[src/include/sar_consts.svh]
`ifndef SAR_CONSTS_SVH
`define SAR_CONSTS_SVH

// Buffer pool
`define SAR_NUM_BUFS          4
`define SAR_BUF_ID_WID        2

// Descriptor field widths
`define SAR_OFFSET_WID        8
`define SAR_SEG_LEN_WID       6
`define SAR_FRAME_LEN_WID     9

// Expiry, counted in ms ticks
`define SAR_TIMER_WID         4
`define SAR_EXPIRY_MS         10

// Queue depths and status counters
`define SAR_SEG_FIFO_DEPTH    4
`define SAR_FRAME_FIFO_DEPTH  2
`define SAR_CNT_WID           8

`endif

[src/source/sar_pkg.sv]
`include "sar_consts.svh"

package sar_pkg;

    typedef logic [`SAR_BUF_ID_WID-1:0]    buf_id_t;
    typedef logic [`SAR_OFFSET_WID-1:0]    offset_t;
    typedef logic [`SAR_SEG_LEN_WID-1:0]   seg_len_t;
    typedef logic [`SAR_FRAME_LEN_WID-1:0] frame_len_t;
    typedef logic [`SAR_CNT_WID-1:0]       cnt_t;

    typedef struct packed {
        buf_id_t  buf_id;
        offset_t  offset;
        seg_len_t len;
        logic     last;
    } seg_t;

    typedef struct packed {
        buf_id_t    buf_id;
        frame_len_t len;
    } frame_t;

    // One contiguous fragment per buffer, end_off is one past the last byte
    typedef struct packed {
        logic       active;
        logic       last_seen;
        offset_t    start;
        frame_len_t end_off;
        frame_len_t total;
    } ctx_t;

endpackage

[src/source/sar_fifo.sv]
`timescale 1ns/1ps

module sar_fifo #(
    parameter type T     = logic,
    parameter int  DEPTH = 2
) (
    input  logic clk,
    input  logic arst_n,
    input  logic push,
    input  T     push_data,
    input  logic pop,
    output T     pop_data,
    output logic full,
    output logic empty
);

    localparam int PTR_WID = (DEPTH > 1) ? $clog2(DEPTH) : 1;
    localparam int CNT_WID = $clog2(DEPTH + 1);

    typedef logic [PTR_WID-1:0] ptr_t;
    typedef logic [CNT_WID-1:0] count_t;

    T       mem [DEPTH];
    ptr_t   wr_ptr;
    ptr_t   rd_ptr;
    count_t count;
    logic   do_push;
    logic   do_pop;

    assign full    = (count == count_t'(DEPTH));
    assign empty   = (count == '0);
    assign do_push = push && !full;
    assign do_pop  = pop && !empty;

    // Head of queue is always visible
    assign pop_data = mem[rd_ptr];

    always_ff @(posedge clk) begin
        if (do_push) begin
            mem[wr_ptr] <= push_data;
        end
    end

    always_ff @(posedge clk or negedge arst_n) begin
        if (!arst_n) begin
            wr_ptr <= '0;
            rd_ptr <= '0;
            count  <= '0;
        end else begin
            if (do_push) begin
                wr_ptr <= (wr_ptr == ptr_t'(DEPTH - 1)) ? '0 : wr_ptr + 1'b1;
            end
            if (do_pop) begin
                rd_ptr <= (rd_ptr == ptr_t'(DEPTH - 1)) ? '0 : rd_ptr + 1'b1;
            end
            if (do_push && !do_pop) begin
                count <= count + 1'b1;
            end else if (do_pop && !do_push) begin
                count <= count - 1'b1;
            end
        end
    end

endmodule

[src/source/sar_ctrl_fsm.sv]
`timescale 1ns/1ps
`include "sar_consts.svh"

module sar_ctrl_fsm (
    input  logic                     clk,
    input  logic                     arst_n,
    input  logic                     en,
    input  logic [`SAR_NUM_BUFS-1:0] expired,
    output logic                     init_done,
    output logic                     clear_en,
    output sar_pkg::buf_id_t         clear_addr,
    output logic                     run,
    output logic                     expire_en,
    output sar_pkg::buf_id_t         expire_id
);

    localparam sar_pkg::buf_id_t LAST_ID = sar_pkg::buf_id_t'(`SAR_NUM_BUFS - 1);

    typedef enum logic [1:0] {
        ST_INIT,
        ST_RUN,
        ST_EXPIRE,
        ST_HALT
    } state_t;

    state_t           state;
    state_t           state_nxt;
    sar_pkg::buf_id_t addr;

    // ------------------------------------------------------------------------
    // State register and sweep address
    // ------------------------------------------------------------------------
    always_ff @(posedge clk or negedge arst_n) begin
        if (!arst_n) begin
            state <= ST_INIT;
            addr  <= '0;
        end else begin
            state <= state_nxt;
            if (state == ST_INIT) begin
                addr <= addr + 1'b1;
            end
        end
    end

    always_comb begin
        state_nxt = state;
        case (state)
            ST_INIT: begin
                if (addr == LAST_ID) begin
                    state_nxt = en ? ST_RUN : ST_HALT;
                end
            end
            ST_RUN: begin
                if (!en) begin
                    state_nxt = ST_HALT;
                end else if (|expired) begin
                    state_nxt = ST_EXPIRE;
                end
            end
            ST_EXPIRE: state_nxt = en ? ST_RUN : ST_HALT;
            default:   state_nxt = en ? ST_RUN : ST_HALT;
        endcase
    end

    // Lowest expired id wins
    always_comb begin
        expire_id = '0;
        for (int i = `SAR_NUM_BUFS - 1; i >= 0; i--) begin
            if (expired[i]) begin
                expire_id = sar_pkg::buf_id_t'(i);
            end
        end
    end

    assign init_done  = (state != ST_INIT);
    assign clear_en   = (state == ST_INIT);
    assign clear_addr = addr;
    assign run        = (state == ST_RUN) && en;
    // Buffer may have completed while the grant was pending
    assign expire_en  = (state == ST_EXPIRE) && (|expired);

endmodule

[src/source/sar_expiry_timer.sv]
`timescale 1ns/1ps
`include "sar_consts.svh"

module sar_expiry_timer (
    input  logic                     clk,
    input  logic                     arst_n,
    input  logic                     run,
    input  logic                     ms_tick,
    input  logic                     alloc,
    input  sar_pkg::buf_id_t         alloc_id,
    input  logic                     free,
    input  sar_pkg::buf_id_t         free_id,
    output logic [`SAR_NUM_BUFS-1:0] expired
);

    typedef logic [`SAR_TIMER_WID-1:0] age_t;

    localparam age_t EXPIRY_AGE = age_t'(`SAR_EXPIRY_MS);
    localparam age_t AGE_MAX    = '1;

    logic [`SAR_NUM_BUFS-1:0] active;
    age_t                     age [`SAR_NUM_BUFS];

    // ------------------------------------------------------------------------
    // Per-buffer age tracking
    // ------------------------------------------------------------------------
    always_ff @(posedge clk or negedge arst_n) begin
        if (!arst_n) begin
            active <= '0;
            for (int i = 0; i < `SAR_NUM_BUFS; i++) begin
                age[i] <= '0;
            end
        end else begin
            for (int i = 0; i < `SAR_NUM_BUFS; i++) begin
                if (alloc && (alloc_id == sar_pkg::buf_id_t'(i))) begin
                    active[i] <= 1'b1;
                    age[i]    <= '0;
                end else if (free && (free_id == sar_pkg::buf_id_t'(i))) begin
                    active[i] <= 1'b0;
                end else if (run && ms_tick && active[i] && (age[i] != AGE_MAX)) begin
                    // Saturate so a stalled grant never wraps back to young
                    age[i] <= age[i] + 1'b1;
                end
            end
        end
    end

    // ------------------------------------------------------------------------
    // Expired vector
    // ------------------------------------------------------------------------
    always_comb begin
        for (int i = 0; i < `SAR_NUM_BUFS; i++) begin
            expired[i] = active[i] && (age[i] >= EXPIRY_AGE);
        end
    end

endmodule

[src/source/sar_context_table.sv]
`timescale 1ns/1ps
`include "sar_consts.svh"

module sar_context_table (
    input  logic              clk,
    input  logic              arst_n,
    input  logic              clear_en,
    input  sar_pkg::buf_id_t  clear_addr,
    input  logic              run,
    input  logic              expire_en,
    input  sar_pkg::buf_id_t  expire_id,
    input  sar_pkg::seg_t     seg_head,
    input  logic              seg_avail,
    input  logic              frame_full,
    output logic              seg_pop,
    output logic              frame_push,
    output sar_pkg::frame_t   frame_data,
    output logic              alloc,
    output sar_pkg::buf_id_t  alloc_id,
    output logic              free,
    output sar_pkg::buf_id_t  free_id,
    output sar_pkg::cnt_t     drop_count,
    output sar_pkg::cnt_t     expire_count
);

    sar_pkg::ctx_t       ctx_mem [`SAR_NUM_BUFS];
    sar_pkg::ctx_t       ctx_cur;
    sar_pkg::ctx_t       ctx_new;
    sar_pkg::ctx_t       ctx_wr;
    sar_pkg::frame_len_t seg_start;
    sar_pkg::frame_len_t seg_end;
    logic                is_start;
    logic                is_append;
    logic                is_prepend;
    logic                conflict;
    logic                drop;
    logic                complete;
    logic                ctx_we;

    // ------------------------------------------------------------------------
    // Segment classification and merge
    // ------------------------------------------------------------------------
    always_comb begin
        ctx_cur    = ctx_mem[seg_head.buf_id];
        seg_start  = sar_pkg::frame_len_t'(seg_head.offset);
        seg_end    = seg_start + sar_pkg::frame_len_t'(seg_head.len);
        is_start   = !ctx_cur.active;
        is_append  = ctx_cur.active && (seg_start == ctx_cur.end_off);
        is_prepend = ctx_cur.active && (seg_end == sar_pkg::frame_len_t'(ctx_cur.start));

        ctx_new        = ctx_cur;
        ctx_new.active = 1'b1;
        if (is_start) begin
            ctx_new.last_seen = 1'b0;
            ctx_new.start     = seg_head.offset;
            ctx_new.end_off   = seg_end;
            ctx_new.total     = '0;
        end else if (is_prepend) begin
            ctx_new.start = seg_head.offset;
        end else if (is_append) begin
            ctx_new.end_off = seg_end;
        end
        // The last segment fixes the frame length
        if (seg_head.last) begin
            ctx_new.last_seen = 1'b1;
            ctx_new.total     = seg_end;
        end

        conflict = (seg_head.last && ctx_cur.active && ctx_cur.last_seen &&
                    (seg_end != ctx_cur.total)) ||
                   (ctx_new.last_seen && (ctx_new.end_off > ctx_new.total));
        drop     = (seg_head.len == '0) || !(is_start || is_append || is_prepend) ||
                   conflict;
        complete = !drop && ctx_new.last_seen && (ctx_new.start == '0) &&
                   (ctx_new.end_off == ctx_new.total);
        ctx_wr   = complete ? '0 : ctx_new;
    end

    // Completing segment waits at the head while the frame queue is full
    assign seg_pop    = run && seg_avail && !(complete && frame_full);
    assign frame_push = seg_pop && complete;
    assign ctx_we     = seg_pop && !drop;

    assign frame_data.buf_id = seg_head.buf_id;
    assign frame_data.len    = ctx_new.total;

    // Timer bookkeeping
    assign alloc    = ctx_we && is_start && !complete;
    assign alloc_id = seg_head.buf_id;
    assign free     = expire_en || frame_push;
    assign free_id  = expire_en ? expire_id : seg_head.buf_id;

    // ------------------------------------------------------------------------
    // Context storage
    // ------------------------------------------------------------------------
    always_ff @(posedge clk) begin
        if (clear_en) begin
            ctx_mem[clear_addr] <= '0;
        end else if (expire_en) begin
            ctx_mem[expire_id] <= '0;
        end else if (ctx_we) begin
            ctx_mem[seg_head.buf_id] <= ctx_wr;
        end
    end

    // Status counters
    always_ff @(posedge clk or negedge arst_n) begin
        if (!arst_n) begin
            drop_count   <= '0;
            expire_count <= '0;
        end else begin
            if (seg_pop && drop) begin
                drop_count <= drop_count + 1'b1;
            end
            if (expire_en) begin
                expire_count <= expire_count + 1'b1;
            end
        end
    end

endmodule

[src/source/sar_reassembly.sv]
`timescale 1ns/1ps
`include "sar_consts.svh"

module sar_reassembly (
    input  logic                clk,
    input  logic                arst_n,
    input  logic                en,
    output logic                init_done,
    // Segment input
    input  logic                seg_valid,
    output logic                seg_ready,
    input  sar_pkg::buf_id_t    seg_buf_id,
    input  sar_pkg::offset_t    seg_offset,
    input  sar_pkg::seg_len_t   seg_len,
    input  logic                seg_last,
    input  logic                ms_tick,
    // Frame output
    input  logic                frame_ready,
    output logic                frame_valid,
    output sar_pkg::buf_id_t    frame_buf_id,
    output sar_pkg::frame_len_t frame_len,
    output sar_pkg::cnt_t       drop_count,
    output sar_pkg::cnt_t       expire_count
);

    sar_pkg::seg_t            seg_in;
    sar_pkg::seg_t            seg_head;
    logic                     seg_full;
    logic                     seg_empty;
    logic                     seg_pop;
    sar_pkg::frame_t          frame_data;
    sar_pkg::frame_t          frame_head;
    logic                     frame_push;
    logic                     frame_full;
    logic                     frame_empty;
    logic                     clear_en;
    sar_pkg::buf_id_t         clear_addr;
    logic                     run;
    logic                     expire_en;
    sar_pkg::buf_id_t         expire_id;
    logic [`SAR_NUM_BUFS-1:0] expired;
    logic                     alloc;
    sar_pkg::buf_id_t         alloc_id;
    logic                     free;
    sar_pkg::buf_id_t         free_id;

    // ------------------------------------------------------------------------
    // Segment queue
    // ------------------------------------------------------------------------
    assign seg_ready     = !seg_full && init_done;
    assign seg_in.buf_id = seg_buf_id;
    assign seg_in.offset = seg_offset;
    assign seg_in.len    = seg_len;
    assign seg_in.last   = seg_last;

    sar_fifo #(.T(sar_pkg::seg_t), .DEPTH(`SAR_SEG_FIFO_DEPTH)) seg_fifo_i (
        .clk       (clk),
        .arst_n    (arst_n),
        .push      (seg_valid && seg_ready),
        .push_data (seg_in),
        .pop       (seg_pop),
        .pop_data  (seg_head),
        .full      (seg_full),
        .empty     (seg_empty)
    );

    // ------------------------------------------------------------------------
    // Control, expiry and reassembly state
    // ------------------------------------------------------------------------
    sar_ctrl_fsm ctrl_fsm_i (
        .clk        (clk),
        .arst_n     (arst_n),
        .en         (en),
        .expired    (expired),
        .init_done  (init_done),
        .clear_en   (clear_en),
        .clear_addr (clear_addr),
        .run        (run),
        .expire_en  (expire_en),
        .expire_id  (expire_id)
    );

    sar_expiry_timer expiry_timer_i (
        .clk      (clk),
        .arst_n   (arst_n),
        .run      (run),
        .ms_tick  (ms_tick),
        .alloc    (alloc),
        .alloc_id (alloc_id),
        .free     (free),
        .free_id  (free_id),
        .expired  (expired)
    );

    sar_context_table context_table_i (
        .clk          (clk),
        .arst_n       (arst_n),
        .clear_en     (clear_en),
        .clear_addr   (clear_addr),
        .run          (run),
        .expire_en    (expire_en),
        .expire_id    (expire_id),
        .seg_head     (seg_head),
        .seg_avail    (!seg_empty),
        .frame_full   (frame_full),
        .seg_pop      (seg_pop),
        .frame_push   (frame_push),
        .frame_data   (frame_data),
        .alloc        (alloc),
        .alloc_id     (alloc_id),
        .free         (free),
        .free_id      (free_id),
        .drop_count   (drop_count),
        .expire_count (expire_count)
    );

    // ------------------------------------------------------------------------
    // Frame queue
    // ------------------------------------------------------------------------
    sar_fifo #(.T(sar_pkg::frame_t), .DEPTH(`SAR_FRAME_FIFO_DEPTH)) frame_fifo_i (
        .clk       (clk),
        .arst_n    (arst_n),
        .push      (frame_push),
        .push_data (frame_data),
        .pop       (frame_valid && frame_ready),
        .pop_data  (frame_head),
        .full      (frame_full),
        .empty     (frame_empty)
    );

    assign frame_valid  = !frame_empty;
    assign frame_buf_id = frame_head.buf_id;
    assign frame_len    = frame_head.len;

endmodule

[config.mk]
export PLATFORM = sky130hd
export DESIGN_NAME = sar_reassembly
export DESIGN_NICKNAME = d
export VERILOG_FILES = /design/src/source/sar_pkg.sv /design/src/source/sar_fifo.sv /design/src/source/sar_ctrl_fsm.sv /design/src/source/sar_expiry_timer.sv /design/src/source/sar_context_table.sv /design/src/source/sar_reassembly.sv
export VERILOG_INCLUDE_DIRS = /design/src /design/src/include
export SDC_FILE = /design/constraint.sdc
export NUM_CORES = 1
export LEC_CHECK = 0
export BUFFER_PORTS_ARGS = -buffer_cell sky130_fd_sc_hd__buf_2
export CAP_MARGIN = 20
export CORE_UTILIZATION = 38
export CTS_BUF_LIST = sky130_fd_sc_hd__clkbuf_2
export CTS_CLUSTER_DIAMETER = 50
export DETAILED_ROUTE_END_ITERATION = 8
export GPL_TIMING_DRIVEN = 0
export MAX_ROUTING_LAYER = met4
export PLACE_DENSITY = 0.63
export RECOVER_POWER = 50
export SLEW_MARGIN = 10
export SYNTH_ARGS = -nofsm -noshare
export SYNTH_HDL_FRONTEND = slang
export SYNTH_SLANG_ARGS = --single-unit
[constraint.sdc]
create_clock -name clk -period 8 [get_ports clk]
set_input_delay 0.8 -clock clk [delete_from_list [all_inputs] [get_ports clk]]
set_output_delay 0.8 -clock clk [all_outputs]
set_load 0.02 [all_outputs]
==> results of run 1 <==
path summary, 6_finish.rpt:
kind / end / startpoint
max: frame_fifo_i.mem[0][2] / seg_fifo_i.rd_ptr[0]
min: ctrl_fsm_i.state[1] / en
max reg2reg: frame_fifo_i.mem[0][2] / seg_fifo_i.rd_ptr[0]
min reg2reg: context_table_i.expire_count[7] / context_table_i.expire_count[7]
max in group asynchronous: expiry_timer_i.age[12] / arst_n
min in group asynchronous: expiry_timer_i.age[6] / arst_n
flip-flops by register name, summed over array words and instances, names as in the netlist:
name and count:
context_table_i.drop_count 8, ctrl_fsm_i.state 2, frame_fifo_i.wr_ptr 1, seg_fifo_i.wr_ptr 2
frame_fifo_i.rd_ptr 1, frame_fifo_i.mem 22, frame_fifo_i.count 2, ctrl_fsm_i.clear_addr 2
seg_fifo_i.count 3, expiry_timer_i.age 16, context_table_i.expire_count 8, seg_fifo_i.rd_ptr 2
seg_fifo_i.mem 68, context_table_i.ctx_mem 112, expiry_timer_i.active 4
power by group:
group          internal [mW]  switching, mW
Clock                  0.405          0.531
Sequential              1.74          0.123
Combinational           1.14           1.82
worst reg2reg max path: cells and delay by family (launching register included):
kind	cells	cell delay [ps]
mux	2	1020
xor+xnor	2	430
buf+inv	4	970
compound gates	5	1350
fa+ha+maj	3	750
flops	1	420
simple gates	8	2280
per-stage QoR:
step	std cells	setup WS [ps]	utilization
CTS	1415	112.4	0.4393
floorplan	837	-300.1	-
finish	1417	476.5	0.4368
detailed placement	1293	-84.26	0.4177
global placement	1285	-3076	0.4110
global route	1417	27.56	0.4368
layout make-up:
| class | count | share of cell area |
|---|---|---|
| flip-flops and latches | 253 | 0.5481 |
| multi-input cells | 528 | 0.3194 |
| clock buffers | 101 | 0.03774 |
| well taps | 396 | 0.03699 |
| repair buffers | 61 | 0.02513 |
| plain buffers | 28 | 0.01401 |
| clock inverters | 21 | 0.01074 |
| inverters | 27 | 0.007566 |
| diodes | 2 | 0.0003736 |
logic make-up (layout without fill, tap and decap cells):
family | count (synthesis) | in the layout
adders and majority gates | 35 | 35
other | 0 | 2
AOI/OAI and AO/OA | 122 | 122
xor gates and xnor gates | 51 | 51
muxes | 107 | 107
and+or+nand+nor | 213 | 213
DFF | 253 | 253
buffers and inverters | 56 | 238
per-layer routing:
metal	vias up	GRT usage	wire, microns
met5	-	-	0
met4	0	0.06285	545
met3	52	0.03581	1119
met2	166	0.2542	11660
met1	3582	0.2162	11460
li1	3480	-	-
synthesized netlist by cell type (all sizes together) (8+ instances only):
library cell  number
ha                33
buf               22
nand3             13
xnor2             32
nand2             57
a211oi            13
or3               10
xor2              19
a21oi             33
mux2i             63
nor4               8
mux4              20
nand4             12
o21ai             25
dfrtp             51
nor3               9
and3              13
nor2b             19
edfxtp           202
nor2              45
inv               27
mux2              24
timing repair:
action / in CTS / in global routing
endpoints found under the hold margin: 16 / 0
resized for setup: 2 / 7
endpoints found under the setup margin: 39 / 98
hold buffers: 1 / 0
==> results.toml, run 1 <==
[drt]
vias_per_cell = 5.138
wirelength_microns = 24780
ant_nets = 0
post_drt_wl_per_cell_microns = 17.49
drt-initial-drc-count = 428
drc = 0
firstDrtPassIters = 6
route.vias.total = 7280

[worst_setup_path]
crit_buf_inv = 4
critPathCaptureType = "flip-flop"
reg2regPathDepth = 24
required_ps = 8500
slowest_delay_ps = 700
cp_num_cells = 24
crit_type = "flip-flop to flip-flop"
crit_arrival_ps = 8030
crit_family = "simple AND/OR/NAND/NOR gates"
reg2reg_slack_ps = 480
cp-start-kind = "flip-flop"
crit_slowest_cell = "nor4_2"
cp_cell_sequence = "buf_8 -> mux4_2 -> ha_1 -> inv_1 -> fa_1 -> nor2b_1 -> o21a_1 -> o41ai_2 -> xnor2_2 -> xor2_1 -> nor4_4 -> nand2_1 -> a21oi_4 -> mux2_1 -> ha_1 -> and4_1 -> nand2_1 -> or3_1 -> nand3b_1 -> a211oi_1 -> a21oi_1 -> clkbuf_1 -> nor4_2 -> buf_4"
cp_max_fo = 19

[finish]
seqCellArea_sq_mm = 0.007342
fin_nets = 1027
layout_commonest_cell = "edfxtp_1"
final_cell_mix = "edfxtp_1, clkbuf_2, mux2i_1, clkbuf_1, nand2_1"
multiInputGateArea_sq_mm = 0.004278
fillers = 2847
syn_to_final_growth_pct = 13.04
finalInstanceArea_sq_mm = 0.01340
drive_gt1_frac = 0.2012

[timing]
slew_headroom = -0.2880
finalHoldViolCount = 0
final-max-slew-violation-count = 36
clock_skew_ps = 51.96
worst_slew_pin_slew_ps = 1932
max_freq_mhz = 132.9
setup_viol = 0
period_needed_ps = 7523
final.setup.tns_ps = 0
rsz0062_at_grt = "false"
fin_crit_sh = 0.9404
whs_ps = 221.7

[clock_tree]
clkSlewWorstSetupHoldPaths_ps = 90
htree_num_levels = 3
root_buffer = "clkbuf_2"
cts_tree = "built"
numCtsBuffers = 70
clk_latency_ps = 830
cts_num_sinks = 253
post_cts_buffers = 0
clock_path_buffers = 3

[run_status]
status = "finished with violations"
violations = "capacitance limit, slew limit"

[hold_path]
hold_class = "input pin to flip-flop"
whs_path_depth = 2

[die]
die_w_microns = 178.6
rows = 64
die_area_sq_mm = 0.03189
die_y_microns = 178.6
start_util = 0.3864
coreArea_sq_mm = 0.03067
pin_count = 53

[synthesis]
synth-seq-cells = 253
synth-simple-area-share = 0.09429
synth_top_area_share = 0.5119
syn_area_sq_mm = 0.01185
synthCells = 837
synth-seq-area-share = 0.6196
synth_top_family_by_area = "multiplexers"
ys_async_sr_fraction = 0.2016
synthXorXnorAreaFrac = 0.03769
yosys_warnings = 0
avgSynthCellArea_sq_um = 14.16
yosysTopAreaCell = "edfxtp_1"
synth_edf_count = 202
synth_compound_area_frac = 0.07064
ys_types = 78
synth_nets = 895
synthMuxAreaShare = 0.1147
synthAdderAreaFrac = 0.03822
ys.flop_type = "edfxtp_1"
synth.area.top_cells = "edfxtp_1, dfrtp_1, mux2i_1, mux4_2, ha_1"

[global_route]
grt_pass1_vias = 7233
overflow = 0
grt_pass1_wl_microns = 38970
grt_max_degree = 36
antenna_found_initial = 1
track_usage = 0.1661

[power_and_ir_drop]
power_mw = 5.754
power.density_mw_per_mm2 = 429.6
vdd_ir_drop_max_mv = 0.2044
p_leak_nw = 5.109

[placed_design]
hpwlAfterDp_microns = 17240
post_dp_cell_area_sq_mm = 0.01281
io_buffer_count = 52
gp_congestion = 0.8647

[flow_run]
drv_cap = 1
No activity file was read; power rests on OpenSTA's default activity.
==> run 2: changes to the inputs <==
Settings changed: CELL_PAD_IN_SITES_DETAIL_PLACEMENT set to 1, CELL_PAD_IN_SITES_GLOBAL_PLACEMENT set to 1, PLACE_DENSITY 0.63 to 0.71, SETUP_SLACK_MARGIN set to 0.5.
==> results.toml, run 2 (same netlist as run 1, synthesis figures left out) <==
[finish]
finish.utilization = 0.4413
fin_nets = 1043
regMostFlops = "context_table_i.ctx_mem"
final_cell_mix = "edfxtp_1, clkbuf_2, mux2i_1, clkbuf_1, nand2_1"
biggestRegsByFlops = "context_table_i.ctx_mem x112, seg_fifo_i.mem x68, frame_fifo_i.mem x22"
largest_reg_flops = 112
drive_gt1_frac = 0.2202
fillers = 3232
layout_commonest_cell = "edfxtp_1"
syn_to_final_growth_pct = 14.21
finalInstanceArea_sq_mm = 0.01353

[timing]
worst_slew_pin_slew_ps = 1901
setup_viol = 0
finalHoldViolCount = 0
final.setup.tns_ps = 0
slew_headroom = -0.2675
rsz0062_at_grt = "false"
fin_crit_sh = 0.9089
clock_skew_ps = 63.55
period_needed_ps = 7271
max_freq_mhz = 137.5
postLayoutSetupSlackWorst_ps = 728.7
final-max-slew-violation-count = 35

[clock_tree]
clk_latency_ps = 830
htree_num_levels = 3
cts_num_sinks = 253
numCtsBuffers = 71
root_buffer = "clkbuf_2"
cts_tree = "built"
clkSlewWorstSetupHoldPaths_ps = 100
clock_path_buffers = 3

[die]
die_y_microns = 178.6
start_util = 0.3864
rows = 64
coreArea_sq_mm = 0.03067
die_area_sq_mm = 0.03189
pin_count = 53
die_w_microns = 178.6

[worst_setup_path]
slowest_delay_ps = 750
worstReg2RegStart = "seg_fifo_i.rd_ptr[1]"
crit_slowest_cell = "clkbuf_1"
crit_type = "flip-flop to flip-flop"
required_ps = 8730
reg2reg_slack_ps = 730
crit_buf_inv = 6
cp_max_fo = 10
reg2regPathDepth = 31
critPathCaptureType = "flip-flop"
cp-start-kind = "flip-flop"
regToRegEndpoint = "seg_fifo_i.count[2]"
crit_family = "compound AO/OA/AOI/OAI gates"
crit_arrival_ps = 8000
cp_common_cell = "mux2i_1"

[power_and_ir_drop]
vdd_ir_drop_max_mv = 0.2008
power_mw = 5.966
power.density_mw_per_mm2 = 440.8
p_leak_nw = 5.174

[drt]
drc = 0
route.vias.total = 7462
vias_per_cell = 5.259
post_drt_wl_per_cell_microns = 19.57
drt-initial-drc-count = 369
firstDrtPassIters = 4
wirelength_microns = 27770
ant_nets = 0

[global_route]
grt_pass1_vias = 7846
track_usage = 0.1863
overflow = 0
antenna_found_initial = 1
grt_pass1_wl_microns = 43460
grt_max_degree = 35

[hold_path]
hold_start = "en"
whs_path_depth = 2
holdPathEnd = "ctrl_fsm_i.state[1]"
hold_class = "input pin to flip-flop"

[run_status]
violations = "capacitance limit, slew limit"
status = "finished with violations"

[placed_design]
hpwlAfterDp_microns = 19470
post_dp_cell_area_sq_mm = 0.01281
io_buffer_count = 52
dp_slack_ps = -379.5
gp_congestion = 0.8358

[flow_run]
drv_cap = 1
run 2: cell types whose count changed in the layout (fill, tap and decap cells not counted), sizes merged:
| cell | previous run | this run |
|---|---|---|
| clkbuf | 162 | 155 |
| bufinv | 2 | 1 |
| diode | 2 | 1 |
| buf | 27 | 44 |
| clkinv | 15 | 8 |
| clkinvlp | 1 | 2 |
run 2: report_power, final:
part           internal, mW  leakage, nW  switching, mW
sequential             1.74         2.49          0.129
combinational          1.25         2.24           1.99
clock                 0.351        0.443          0.517
total                  3.33         5.17           2.63
run 2: stage by stage:
stage | hold slack, ps | std cells
4_1_cts | 85.26 | 1411
5_1_grt | 149.3 | 1419
3_5_place_dp | 461.8 | 1293
2_1_floorplan | 455.2 | 837
3_3_place_gp | 456.9 | 1285
6_report | 212.7 | 1419
run 2: routing by layer:
layer	wire, microns	track usage
met1	12430	0.2355
met2	13650	0.2981
met3	1104	0.03623
met4	591	0.06603
met5	0	-
run 2: what timing repair did:
| action | 4_1_cts | 5_1_grt |
|---|---|---|
| gates resized for setup | 9 | 18 |
| endpoints found under the setup margin | 246 | 183 |
| setup buffers | 7 | 7 |
| endpoints found under the hold margin | 17 | 0 |
| pin swaps | 6 | 4 |
| hold buffers | 1 | 0 |
run 2: how the worst max path moves through the flow:
| stage | start | endpoint | slack (ps) | cells after the start |
|---|---|---|---|---|
| floorplan | seg_fifo_i.rd_ptr[0] | context_table_i.ctx_mem[0][0] | -300 | 25 |
| global placement | seg_fifo_i.rd_ptr[0] | context_table_i.ctx_mem[1][9] | -3310 | 25 |
| detailed placement | seg_fifo_i.rd_ptr[0] | context_table_i.ctx_mem[1][22] | -380 | 27 |
| CTS | seg_fifo_i.rd_ptr[0] | seg_fifo_i.count[2] | 620 | 28 |
| global route | seg_fifo_i.rd_ptr[1] | seg_fifo_i.count[2] | 270 | 31 |
| finish | seg_fifo_i.rd_ptr[1] | seg_fifo_i.count[2] | 730 | 31 |
run 2: area by class of cell:
cell class	instances	area, sq um	share of cell area
clock buffer	96	480.5	0.03550
buffer	29	207.7	0.01535
multi-input combinational	528	4358	0.3220
antenna	1	2.502	0.0001849
tap	396	495.5	0.03661
clock inverter	14	88.84	0.006564
sequential	253	7343	0.5426
inverter	27	101.3	0.007488
timing repair buffer	75	456.7	0.03374
run 2: worst register-to-register path, delay by kind of cell, from the launching register on:
kind | cells | cell delay [ps]
AO/OA/AOI/OAI | 9 | 1650
buffers and inverters | 6 | 1610
flip-flops | 1 | 400
XOR/XNOR | 3 | 500
AND/OR/NAND/NOR | 7 | 1450
multiplexers | 3 | 660
adder cells (fa/ha/maj) | 3 | 950
